==> src/hw/hazardPkg.sv <==
`default_nettype none

package hazardPkg;

	typedef logic [31:0] instrT;
	typedef logic [4:0]  regAddrT;
	typedef logic [5:0]  opcodeT;

	//////////////////////////////////////////////////////////////////////
	// Instruction fields
	//////////////////////////////////////////////////////////////////////
	localparam int OP_MSB    = 31;
	localparam int OP_LSB    = 26;
	localparam int RS_MSB    = 25;
	localparam int RS_LSB    = 21;
	localparam int RT_MSB    = 20;
	localparam int RT_LSB    = 16;
	localparam int RD_MSB    = 15;
	localparam int RD_LSB    = 11;
	localparam int FUNCT_MSB = 5;
	localparam int FUNCT_LSB = 0;

	// Primary opcodes
	localparam opcodeT OP_SPECIAL = 6'b000000;
	localparam opcodeT OP_REGIMM  = 6'b000001;
	localparam opcodeT OP_JAL     = 6'b000011;
	localparam opcodeT OP_BEQ     = 6'b000100;
	localparam opcodeT OP_BNE     = 6'b000101;
	localparam opcodeT OP_BLEZ    = 6'b000110;
	localparam opcodeT OP_BGTZ    = 6'b000111;
	localparam opcodeT OP_ADDI    = 6'b001000;
	localparam opcodeT OP_ADDIU   = 6'b001001;
	localparam opcodeT OP_SLTI    = 6'b001010;
	localparam opcodeT OP_SLTIU   = 6'b001011;
	localparam opcodeT OP_ANDI    = 6'b001100;
	localparam opcodeT OP_ORI     = 6'b001101;
	localparam opcodeT OP_XORI    = 6'b001110;
	localparam opcodeT OP_LUI     = 6'b001111;
	localparam opcodeT OP_LB      = 6'b100000;
	localparam opcodeT OP_LH      = 6'b100001;
	localparam opcodeT OP_LW      = 6'b100011;
	localparam opcodeT OP_LBU     = 6'b100100;
	localparam opcodeT OP_LHU     = 6'b100101;
	localparam opcodeT OP_SB      = 6'b101000;
	localparam opcodeT OP_SH      = 6'b101001;
	localparam opcodeT OP_SW      = 6'b101011;

	// SPECIAL function codes
	localparam logic [5:0] FN_SLL  = 6'b000000;
	localparam logic [5:0] FN_SRL  = 6'b000010;
	localparam logic [5:0] FN_SRA  = 6'b000011;
	localparam logic [5:0] FN_SLLV = 6'b000100;
	localparam logic [5:0] FN_SRLV = 6'b000110;
	localparam logic [5:0] FN_SRAV = 6'b000111;
	localparam logic [5:0] FN_JR   = 6'b001000;
	localparam logic [5:0] FN_JALR = 6'b001001;
	localparam logic [5:0] FN_ADD  = 6'b100000;
	localparam logic [5:0] FN_ADDU = 6'b100001;
	localparam logic [5:0] FN_SUB  = 6'b100010;
	localparam logic [5:0] FN_SUBU = 6'b100011;
	localparam logic [5:0] FN_AND  = 6'b100100;
	localparam logic [5:0] FN_OR   = 6'b100101;
	localparam logic [5:0] FN_XOR  = 6'b100110;
	localparam logic [5:0] FN_NOR  = 6'b100111;
	localparam logic [5:0] FN_SLT  = 6'b101010;
	localparam logic [5:0] FN_SLTU = 6'b101011;

	// REGIMM codes in the rt field
	localparam regAddrT RI_BLTZ   = 5'b00000;
	localparam regAddrT RI_BGEZ   = 5'b00001;
	localparam regAddrT RI_BGEZAL = 5'b10001;

	localparam regAddrT LINK_REG = 5'd31;

	// Decodes as sll r0, r0, 0
	localparam instrT NOP_INSTR = 32'h0000_0000;

	//////////////////////////////////////////////////////////////////////
	// Bypass selects
	//////////////////////////////////////////////////////////////////////
	typedef enum logic [1:0] {
		FWD_D_RF     = 2'd0,
		FWD_D_E_LINK = 2'd1,
		FWD_D_M      = 2'd2,
		FWD_D_W      = 2'd3
	} fwdDecT;

	typedef enum logic [1:0] {
		FWD_E_RF = 2'd0,
		FWD_E_M  = 2'd1,
		FWD_E_W  = 2'd2
	} fwdExT;

endpackage

`default_nettype wire

==> src/hw/instrClassify.sv <==
`default_nettype none

module instrClassify (
	input  hazardPkg::instrT   instr,
	output hazardPkg::regAddrT wrReg,
	output logic               isLoad,
	output logic               isStore,
	output logic               isLink,
	output logic               readsRs,
	output logic               readsRt,
	output logic               earlyRs,
	output logic               earlyRt
);
	import hazardPkg::*;

	opcodeT     op;
	logic [5:0] funct;
	regAddrT    rt;
	regAddrT    rd;

	assign op    = instr[OP_MSB:OP_LSB];
	assign funct = instr[FUNCT_MSB:FUNCT_LSB];
	assign rt    = instr[RT_MSB:RT_LSB];
	assign rd    = instr[RD_MSB:RD_LSB];

	//////////////////////////////////////////////////////////////////////
	// Destination and operand use
	//////////////////////////////////////////////////////////////////////
	always_comb begin
		wrReg   = '0;
		isLoad  = 1'b0;
		isStore = 1'b0;
		isLink  = 1'b0;
		readsRs = 1'b0;
		readsRt = 1'b0;
		earlyRs = 1'b0;
		earlyRt = 1'b0;
		case (op)
			OP_SPECIAL: begin
				case (funct)
					// Shift amount comes from the word, rs unused
					FN_SLL, FN_SRL, FN_SRA: begin
						wrReg   = rd;
						readsRt = 1'b1;
					end
					FN_SLLV, FN_SRLV, FN_SRAV, FN_ADD, FN_ADDU, FN_SUB, FN_SUBU,
					FN_AND, FN_OR, FN_XOR, FN_NOR, FN_SLT, FN_SLTU: begin
						wrReg   = rd;
						readsRs = 1'b1;
						readsRt = 1'b1;
					end
					FN_JR: begin
						readsRs = 1'b1;
						earlyRs = 1'b1;
					end
					FN_JALR: begin
						wrReg   = rd;
						isLink  = 1'b1;
						readsRs = 1'b1;
						earlyRs = 1'b1;
					end
					default: ;
				endcase
			end
			OP_REGIMM: begin
				if (rt == RI_BLTZ || rt == RI_BGEZ || rt == RI_BGEZAL) begin
					readsRs = 1'b1;
					earlyRs = 1'b1;
				end
				if (rt == RI_BGEZAL) begin
					wrReg  = LINK_REG;
					isLink = 1'b1;
				end
			end
			OP_JAL: begin
				wrReg  = LINK_REG;
				isLink = 1'b1;
			end
			OP_BEQ, OP_BNE: begin
				readsRs = 1'b1;
				readsRt = 1'b1;
				earlyRs = 1'b1;
				earlyRt = 1'b1;
			end
			OP_BLEZ, OP_BGTZ: begin
				readsRs = 1'b1;
				earlyRs = 1'b1;
			end
			OP_ADDI, OP_ADDIU, OP_SLTI, OP_SLTIU, OP_ANDI, OP_ORI, OP_XORI: begin
				wrReg   = rt;
				readsRs = 1'b1;
			end
			OP_LUI: wrReg = rt;
			OP_LB, OP_LH, OP_LW, OP_LBU, OP_LHU: begin
				wrReg   = rt;
				isLoad  = 1'b1;
				readsRs = 1'b1;
			end
			OP_SB, OP_SH, OP_SW: begin
				isStore = 1'b1;
				readsRs = 1'b1;
				readsRt = 1'b1;
			end
			default: ;
		endcase
	end

endmodule

`default_nettype wire

==> src/hw/stageTrack.sv <==
`default_nettype none

module stageTrack (
	input  logic             clk,
	input  logic             rst,
	input  hazardPkg::instrT instrF,
	input  logic             stall,
	output hazardPkg::instrT instrD,
	output hazardPkg::instrT instrE,
	output hazardPkg::instrT instrM,
	output hazardPkg::instrT instrW
);
	import hazardPkg::*;

	always_ff @(posedge clk) begin
		if (rst) begin
			instrD <= NOP_INSTR;
			instrE <= NOP_INSTR;
			instrM <= NOP_INSTR;
			instrW <= NOP_INSTR;
		end else begin
			// Decode holds while stalled
			if (!stall) begin
				instrD <= instrF;
			end
			// Bubble into execute on a stall
			if (stall) begin
				instrE <= NOP_INSTR;
			end else begin
				instrE <= instrD;
			end
			instrM <= instrE;
			instrW <= instrM;
		end
	end

endmodule

`default_nettype wire

==> src/hw/stallDetect.sv <==
`default_nettype none

module stallDetect (
	input  hazardPkg::regAddrT rsD,
	input  hazardPkg::regAddrT rtD,
	input  logic               readsRsD,
	input  logic               readsRtD,
	input  logic               earlyRsD,
	input  logic               earlyRtD,
	input  hazardPkg::regAddrT wrRegE,
	input  logic               isLoadE,
	input  logic               isLinkE,
	input  hazardPkg::regAddrT wrRegM,
	input  logic               isLoadM,
	output logic               stall
);
	import hazardPkg::*;

	logic rsLive;
	logic rtLive;
	logic loadUseRs;
	logic loadUseRt;
	logic earlyHitRs;
	logic earlyHitRt;

	// r0 never creates a dependency
	assign rsLive = rsD != '0;
	assign rtLive = rtD != '0;

	// Load in execute with data not back until writeback
	assign loadUseRs = isLoadE && readsRsD && rsLive && (rsD == wrRegE);
	assign loadUseRt = isLoadE && readsRtD && rtLive && (rtD == wrRegE);

	// Branch compare in decode needs the value now
	// Link results in execute are bypassed and never stall
	assign earlyHitRs = earlyRsD && rsLive &&
		(((rsD == wrRegE) && !isLinkE) || ((rsD == wrRegM) && isLoadM));
	assign earlyHitRt = earlyRtD && rtLive &&
		(((rtD == wrRegE) && !isLinkE) || ((rtD == wrRegM) && isLoadM));

	assign stall = loadUseRs || loadUseRt || earlyHitRs || earlyHitRt;

endmodule

`default_nettype wire

==> src/hw/bypassSelect.sv <==
`default_nettype none

module bypassSelect (
	input  hazardPkg::regAddrT rsD,
	input  hazardPkg::regAddrT rtD,
	input  hazardPkg::regAddrT rsE,
	input  hazardPkg::regAddrT rtE,
	input  hazardPkg::regAddrT rtM,
	input  hazardPkg::regAddrT wrRegE,
	input  logic               isLinkE,
	input  hazardPkg::regAddrT wrRegM,
	input  logic               isLoadM,
	input  logic               isStoreM,
	input  hazardPkg::regAddrT wrRegW,
	input  logic               isLoadW,
	output hazardPkg::fwdDecT  fwdAD,
	output hazardPkg::fwdDecT  fwdBD,
	output hazardPkg::fwdExT   fwdAE,
	output hazardPkg::fwdExT   fwdBE,
	output logic               fwdM
);
	import hazardPkg::*;

	//////////////////////////////////////////////////////////////////////
	// Nearest producer first
	//////////////////////////////////////////////////////////////////////
	function automatic fwdDecT pickDec(
		input regAddrT src,
		input regAddrT wrE,
		input logic    linkE,
		input regAddrT wrM,
		input logic    loadM,
		input regAddrT wrW
	);
		fwdDecT sel;
		sel = FWD_D_RF;
		if (src != '0) begin
			if (linkE && (wrE == src)) begin
				sel = FWD_D_E_LINK;
			end else if (!loadM && (wrM == src)) begin
				sel = FWD_D_M;
			end else if (wrW == src) begin
				sel = FWD_D_W;
			end
		end
		return sel;
	endfunction

	// Load data in memory is not ready yet
	function automatic fwdExT pickEx(
		input regAddrT src,
		input regAddrT wrM,
		input logic    loadM,
		input regAddrT wrW
	);
		fwdExT sel;
		sel = FWD_E_RF;
		if (src != '0) begin
			if (!loadM && (wrM == src)) begin
				sel = FWD_E_M;
			end else if (wrW == src) begin
				sel = FWD_E_W;
			end
		end
		return sel;
	endfunction

	assign fwdAD = pickDec(rsD, wrRegE, isLinkE, wrRegM, isLoadM, wrRegW);
	assign fwdBD = pickDec(rtD, wrRegE, isLinkE, wrRegM, isLoadM, wrRegW);
	assign fwdAE = pickEx(rsE, wrRegM, isLoadM, wrRegW);
	assign fwdBE = pickEx(rtE, wrRegM, isLoadM, wrRegW);

	// Store data straight from the load in writeback
	assign fwdM = isStoreM && isLoadW && (rtM != '0) && (wrRegW == rtM);

endmodule

`default_nettype wire

==> src/hw/hazardUnit.sv <==
`default_nettype none

module hazardUnit (
	input  logic              clk,
	input  logic              rst,
	input  hazardPkg::instrT  instrF,
	output logic              stall,
	output hazardPkg::fwdDecT fwdAD,
	output hazardPkg::fwdDecT fwdBD,
	output hazardPkg::fwdExT  fwdAE,
	output hazardPkg::fwdExT  fwdBE,
	output logic              fwdM
);
	hazardPkg::instrT   instrD;
	hazardPkg::instrT   instrE;
	hazardPkg::instrT   instrM;
	hazardPkg::instrT   instrW;
	hazardPkg::regAddrT rsD;
	hazardPkg::regAddrT rtD;
	hazardPkg::regAddrT rsE;
	hazardPkg::regAddrT rtE;
	hazardPkg::regAddrT rtM;
	hazardPkg::regAddrT wrRegE;
	hazardPkg::regAddrT wrRegM;
	hazardPkg::regAddrT wrRegW;
	logic readsRsD;
	logic readsRtD;
	logic earlyRsD;
	logic earlyRtD;
	logic isLoadE;
	logic isLinkE;
	logic isLoadM;
	logic isStoreM;
	logic isLoadW;

	assign rsD = instrD[hazardPkg::RS_MSB:hazardPkg::RS_LSB];
	assign rtD = instrD[hazardPkg::RT_MSB:hazardPkg::RT_LSB];
	assign rsE = instrE[hazardPkg::RS_MSB:hazardPkg::RS_LSB];
	assign rtE = instrE[hazardPkg::RT_MSB:hazardPkg::RT_LSB];
	assign rtM = instrM[hazardPkg::RT_MSB:hazardPkg::RT_LSB];

	stageTrack stages (
		.clk    (clk),
		.rst    (rst),
		.instrF (instrF),
		.stall  (stall),
		.instrD (instrD),
		.instrE (instrE),
		.instrM (instrM),
		.instrW (instrW)
	);

	//////////////////////////////////////////////////////////////////////
	// One classifier per stage
	//////////////////////////////////////////////////////////////////////
	instrClassify clsD (
		.instr   (instrD),
		.wrReg   (),
		.isLoad  (),
		.isStore (),
		.isLink  (),
		.readsRs (readsRsD),
		.readsRt (readsRtD),
		.earlyRs (earlyRsD),
		.earlyRt (earlyRtD)
	);

	instrClassify clsE (
		.instr   (instrE),
		.wrReg   (wrRegE),
		.isLoad  (isLoadE),
		.isStore (),
		.isLink  (isLinkE),
		.readsRs (),
		.readsRt (),
		.earlyRs (),
		.earlyRt ()
	);

	instrClassify clsM (
		.instr   (instrM),
		.wrReg   (wrRegM),
		.isLoad  (isLoadM),
		.isStore (isStoreM),
		.isLink  (),
		.readsRs (),
		.readsRt (),
		.earlyRs (),
		.earlyRt ()
	);

	instrClassify clsW (
		.instr   (instrW),
		.wrReg   (wrRegW),
		.isLoad  (isLoadW),
		.isStore (),
		.isLink  (),
		.readsRs (),
		.readsRt (),
		.earlyRs (),
		.earlyRt ()
	);

	stallDetect stallCalc (
		.rsD      (rsD),
		.rtD      (rtD),
		.readsRsD (readsRsD),
		.readsRtD (readsRtD),
		.earlyRsD (earlyRsD),
		.earlyRtD (earlyRtD),
		.wrRegE   (wrRegE),
		.isLoadE  (isLoadE),
		.isLinkE  (isLinkE),
		.wrRegM   (wrRegM),
		.isLoadM  (isLoadM),
		.stall    (stall)
	);

	bypassSelect bypass (
		.rsD      (rsD),
		.rtD      (rtD),
		.rsE      (rsE),
		.rtE      (rtE),
		.rtM      (rtM),
		.wrRegE   (wrRegE),
		.isLinkE  (isLinkE),
		.wrRegM   (wrRegM),
		.isLoadM  (isLoadM),
		.isStoreM (isStoreM),
		.wrRegW   (wrRegW),
		.isLoadW  (isLoadW),
		.fwdAD    (fwdAD),
		.fwdBD    (fwdBD),
		.fwdAE    (fwdAE),
		.fwdBE    (fwdBE),
		.fwdM     (fwdM)
	);

endmodule

`default_nettype wire

==> config.mk <==
export PLATFORM = sky130hd
export DESIGN_NAME = hazardUnit
export DESIGN_NICKNAME = d
export VERILOG_FILES = /design/src/hw/hazardPkg.sv /design/src/hw/instrClassify.sv /design/src/hw/stageTrack.sv /design/src/hw/stallDetect.sv /design/src/hw/bypassSelect.sv /design/src/hw/hazardUnit.sv
export SDC_FILE = /design/constraint.sdc
export NUM_CORES = 1
export LEC_CHECK = 0
export BUFFER_PORTS_ARGS = -buffer_cell sky130_fd_sc_hd__buf_2
export CAP_MARGIN = 10
export CORE_ASPECT_RATIO = 0.8
export CORE_MARGIN = 5
export CORE_UTILIZATION = 55
export CTS_CLUSTER_DIAMETER = 40
export DETAILED_ROUTE_END_ITERATION = 10
export PLACE_DENSITY = 0.79
export SYNTH_ARGS = -nofsm -noshare
export SYNTH_HDL_FRONTEND = slang
export SYNTH_SLANG_ARGS = --single-unit
==> constraint.sdc <==
create_clock -name clk -period 4.1 [get_ports clk]
set_input_delay 0.82 -clock clk [delete_from_list [all_inputs] [get_ports clk]]
set_output_delay 0.82 -clock clk [all_outputs]
set_load 0.02 [all_outputs]
==> run metrics <==
antenna violations before repair=0; max cap viols=0; Tightest Hold Check Type=reg -> reg; VDD IR max=263 µV; CTS tree=built; initial core utilization=57.2%; Peak Freq=0.255 GHz; Final Core Density=between 60 and 70%; Worst setup EP type=output pin; global route overflow=0; fin. max-slew vios=0; core area=between 9000 and 10,000 µm²; flops & latches, synth=98; Critical Path Start Type=flip-flop; Antenna Nets Post-Route=0; Seq pwr share=46.2%; post-synthesis sequential area ratio=37.5%; slew margin rel.=24.4%; I/O pins=44; crit-path max FO=7; Final Cycle Share=95.6%; Sw Ratio=27.6%; layout cells sized above 1=12.6%; Yosys cell types=77; Num CTS Buffers=9; CTS Hold Buffers Added=0; EDFF count, synth=0; Syn Area/Cell=~8.9 µm²; H-Tree Depth=3; Skew-Pair Late Insertion Delay=between 0.3 and 0.4 ns; CP cell instances=nor4_4, o21ai_2, o32ai_1, nor2_1, xnor2_1, or3_1, a2bb2oi_1, nor3_1, buf_2; Reg clk slew, reported paths=0.07 ns; Critical Path RT=around 3.3 ns; commonest non-fill, non-tap cell in the layout=dfxtp_1; routed length per instance=18.0 µm; Worst Hold Slack=0.468 ns; CP Class=reg -> out; Gate power share=16.8%; hpwl dp=10,100 µm; setup repair after global routing missed its margin=false; Tot GR Track Use=roughly 23%; slew of the pin with the lowest slew margin=around 1.1 ns; final std cells w/o fill=740; Net Sw Power=~640 µW; Worst path slowest cell=o32ai_1; die height=97.3 µm; clock share of power=37.0%; vias per cell=6.05; Synth Flop Type=dfxtp_1; minimum clock period=just under 4 ns; post-route cell area=5800 µm²; Die X=119 µm; first-pass GRT wire length=21,700 µm; Residual DRC=0; Critical Path AT=3.10 ns; Cells after Synth=around 590; WL final=13,300 µm; CTS max path bufs=2; most frequent cells in the layout=dfxtp_1, nand2b_1, nor2b_1; DR vias=4,475; Sink Count=98; synthesized area=5240 µm²; ys async rst share=0%; Antenna diodes=0; Pre-Repair DR Iteration Count=6; Ys Warns=0; clock skew=about 0.0053 ns; Total Nets Final=654; setup tns final=0 ns; Pleak=2.27 nW; Syn Nets=approximately 630; setup violators final=0; DP Cell Count=724; # Post-CTS Setup Buffers=0; number of I/O port buffers=38; PD cells=397 nW/µm²; largest net degree at the start of global routing=84; dpl cell area=about 5500 µm²; Initial DRC Count=462; vias in the first global route=roughly 4,200; P_int=1.66 mW; CP peak stage delay=0.45 ns; FP Rows=31; outcome=complete, no violations; Area Overhead vs Synth=10.7%; Final Hold Violating Endpoints=0; Clock Root Buffer=clkbuf_16; die footprint=11,600 µm²; routability congestion estimate from global placement=0.953
path summary, 6_finish.rpt:
check | from | to | slack (ns) | depth (start not counted)
setup reg to reg | stages.instrM[29] | stages.instrE[12] | 0.81 | 9
hold reg to reg | stages.instrM[15] | stages.instrW[15] | 0.47 | 2
setup / recovery | stages.instrM[29] | fwdBD[1] | 0.18 | 9
hold / removal | stages.instrM[15] | stages.instrW[15] | 0.47 | 2
per-layer routing:
| metal | vias up | routed length, µm | global-route usage, % | share of wire [%] |
|---|---|---|---|---|
| li1 | 2170 | - | - | - |
| met3 | 16 | 1090 | 5.47 | 8.2 |
| met2 | 172 | 6030 | 37.0 | 45 |
| met5 | - | 0 | 0 | 0 |
| met4 | 0 | 169 | 5.43 | 1.3 |
| met1 | 2117 | 6030 | 31.9 | 45 |
synthesized netlist by cell type, types with 3 or more instances:
cell / count / area, µm²
dfxtp_1: 98 / 1960
o21a_1: 3 / 22.5
clkbuf_1: 19 / 71.3
nor3_1: 35 / 175
mux2i_1: 27 / 270
nor3b_1: 20 / 150
xor2_1: 11 / 96.3
nor2_1: 31 / 116
xnor2_1: 22 / 193
nand2b_1: 61 / 382
nor4_1: 6 / 37.5
a21boi_0: 6 / 45.0
o211ai_1: 3 / 22.5
nor2b_1: 40 / 250
inv_1: 20 / 75.1
o32ai_1: 3 / 26.3
o221ai_1: 4 / 35.0
and2_1: 9 / 56.3
a31oi_1: 7 / 43.8
nand4_1: 14 / 87.6
a21oi_1: 13 / 65.1
o21ai_0: 15 / 75.1
or3_1: 6 / 37.5
a21o_1: 4 / 30.0
a221o_1: 5 / 50.1
nand2_1: 20 / 75.1
buf_2: 4 / 20.0
a22oi_1: 4 / 30.0
and4_1: 3 / 26.3
and3_1: 5 / 31.3
nand3_1: 11 / 55.1
o22ai_1: 4 / 25.0
per-stage QoR:
step | power [mW] | worst slack (ns)
final | 2.30 | 0.180
after global routing | 2.40 | 0.0253
after CTS | 2.31 | 0.165
after detailed placement | 1.46 | 0.552
after global placement | 1.45 | 0.558
after floorplan | 1.36 | 0.850
cells by family (layout without fill, tap and decap cells):
| kind of cell | after synthesis | after routing | share of synthesized area (%) |
|---|---|---|---|
| compound gates | 102 | 102 | 14.9 |
| xor+xnor | 34 | 34 | 5.83 |
| buf+inv | 49 | 83 | 4.45 |
| flops | 98 | 98 | 37.5 |
| mux | 28 | 28 | 5.38 |
| simple gates | 280 | 280 | 31.9 |
final cells by class:
cell class              count  area [µm²]
fillers                   782        3360
inverters                  22        82.6
repair buffers             45         255
clock inverters             5        61.3
well taps                 115         144
multi-input cells         444        3050
clock buffers              11         243
flip-flops and latches     98        1960
state kept, by name, summed over array words and instances, names as in the netlist:
name and flops:
stages.instrE 27, stages.instrW 22, stages.instrM 22, stages.instrD 27
power groups by stage:
stage	clock network [mW]	registers [mW]	logic [mW]
2_1_floorplan	0	1.06	0.303
6_report	0.850	1.06	0.386
3_3_place_gp	0	1.08	0.371
5_1_grt	0.906	1.07	0.424
3_5_place_dp	0	1.08	0.380
4_1_cts	0.866	1.06	0.382
critical path: cells and delay by family, from the launching register on:
kind / cells / cell delay, ns
XOR/XNOR: 1 / 0.18
flip-flops: 1 / 0.40
AND/OR/NAND/NOR: 4 / 1.20
buffers and inverters: 1 / 0.21
AO/OA/AOI/OAI: 3 / 0.77
what timing repair did:
| item | in CTS | in global routing |
|---|---|---|
| hold endpoints to repair | 0 | 0 |
| gates resized for setup | 0 | 1 |
| setup endpoints to repair | 0 | 2 |
Power figures use the tool's default switching activity.
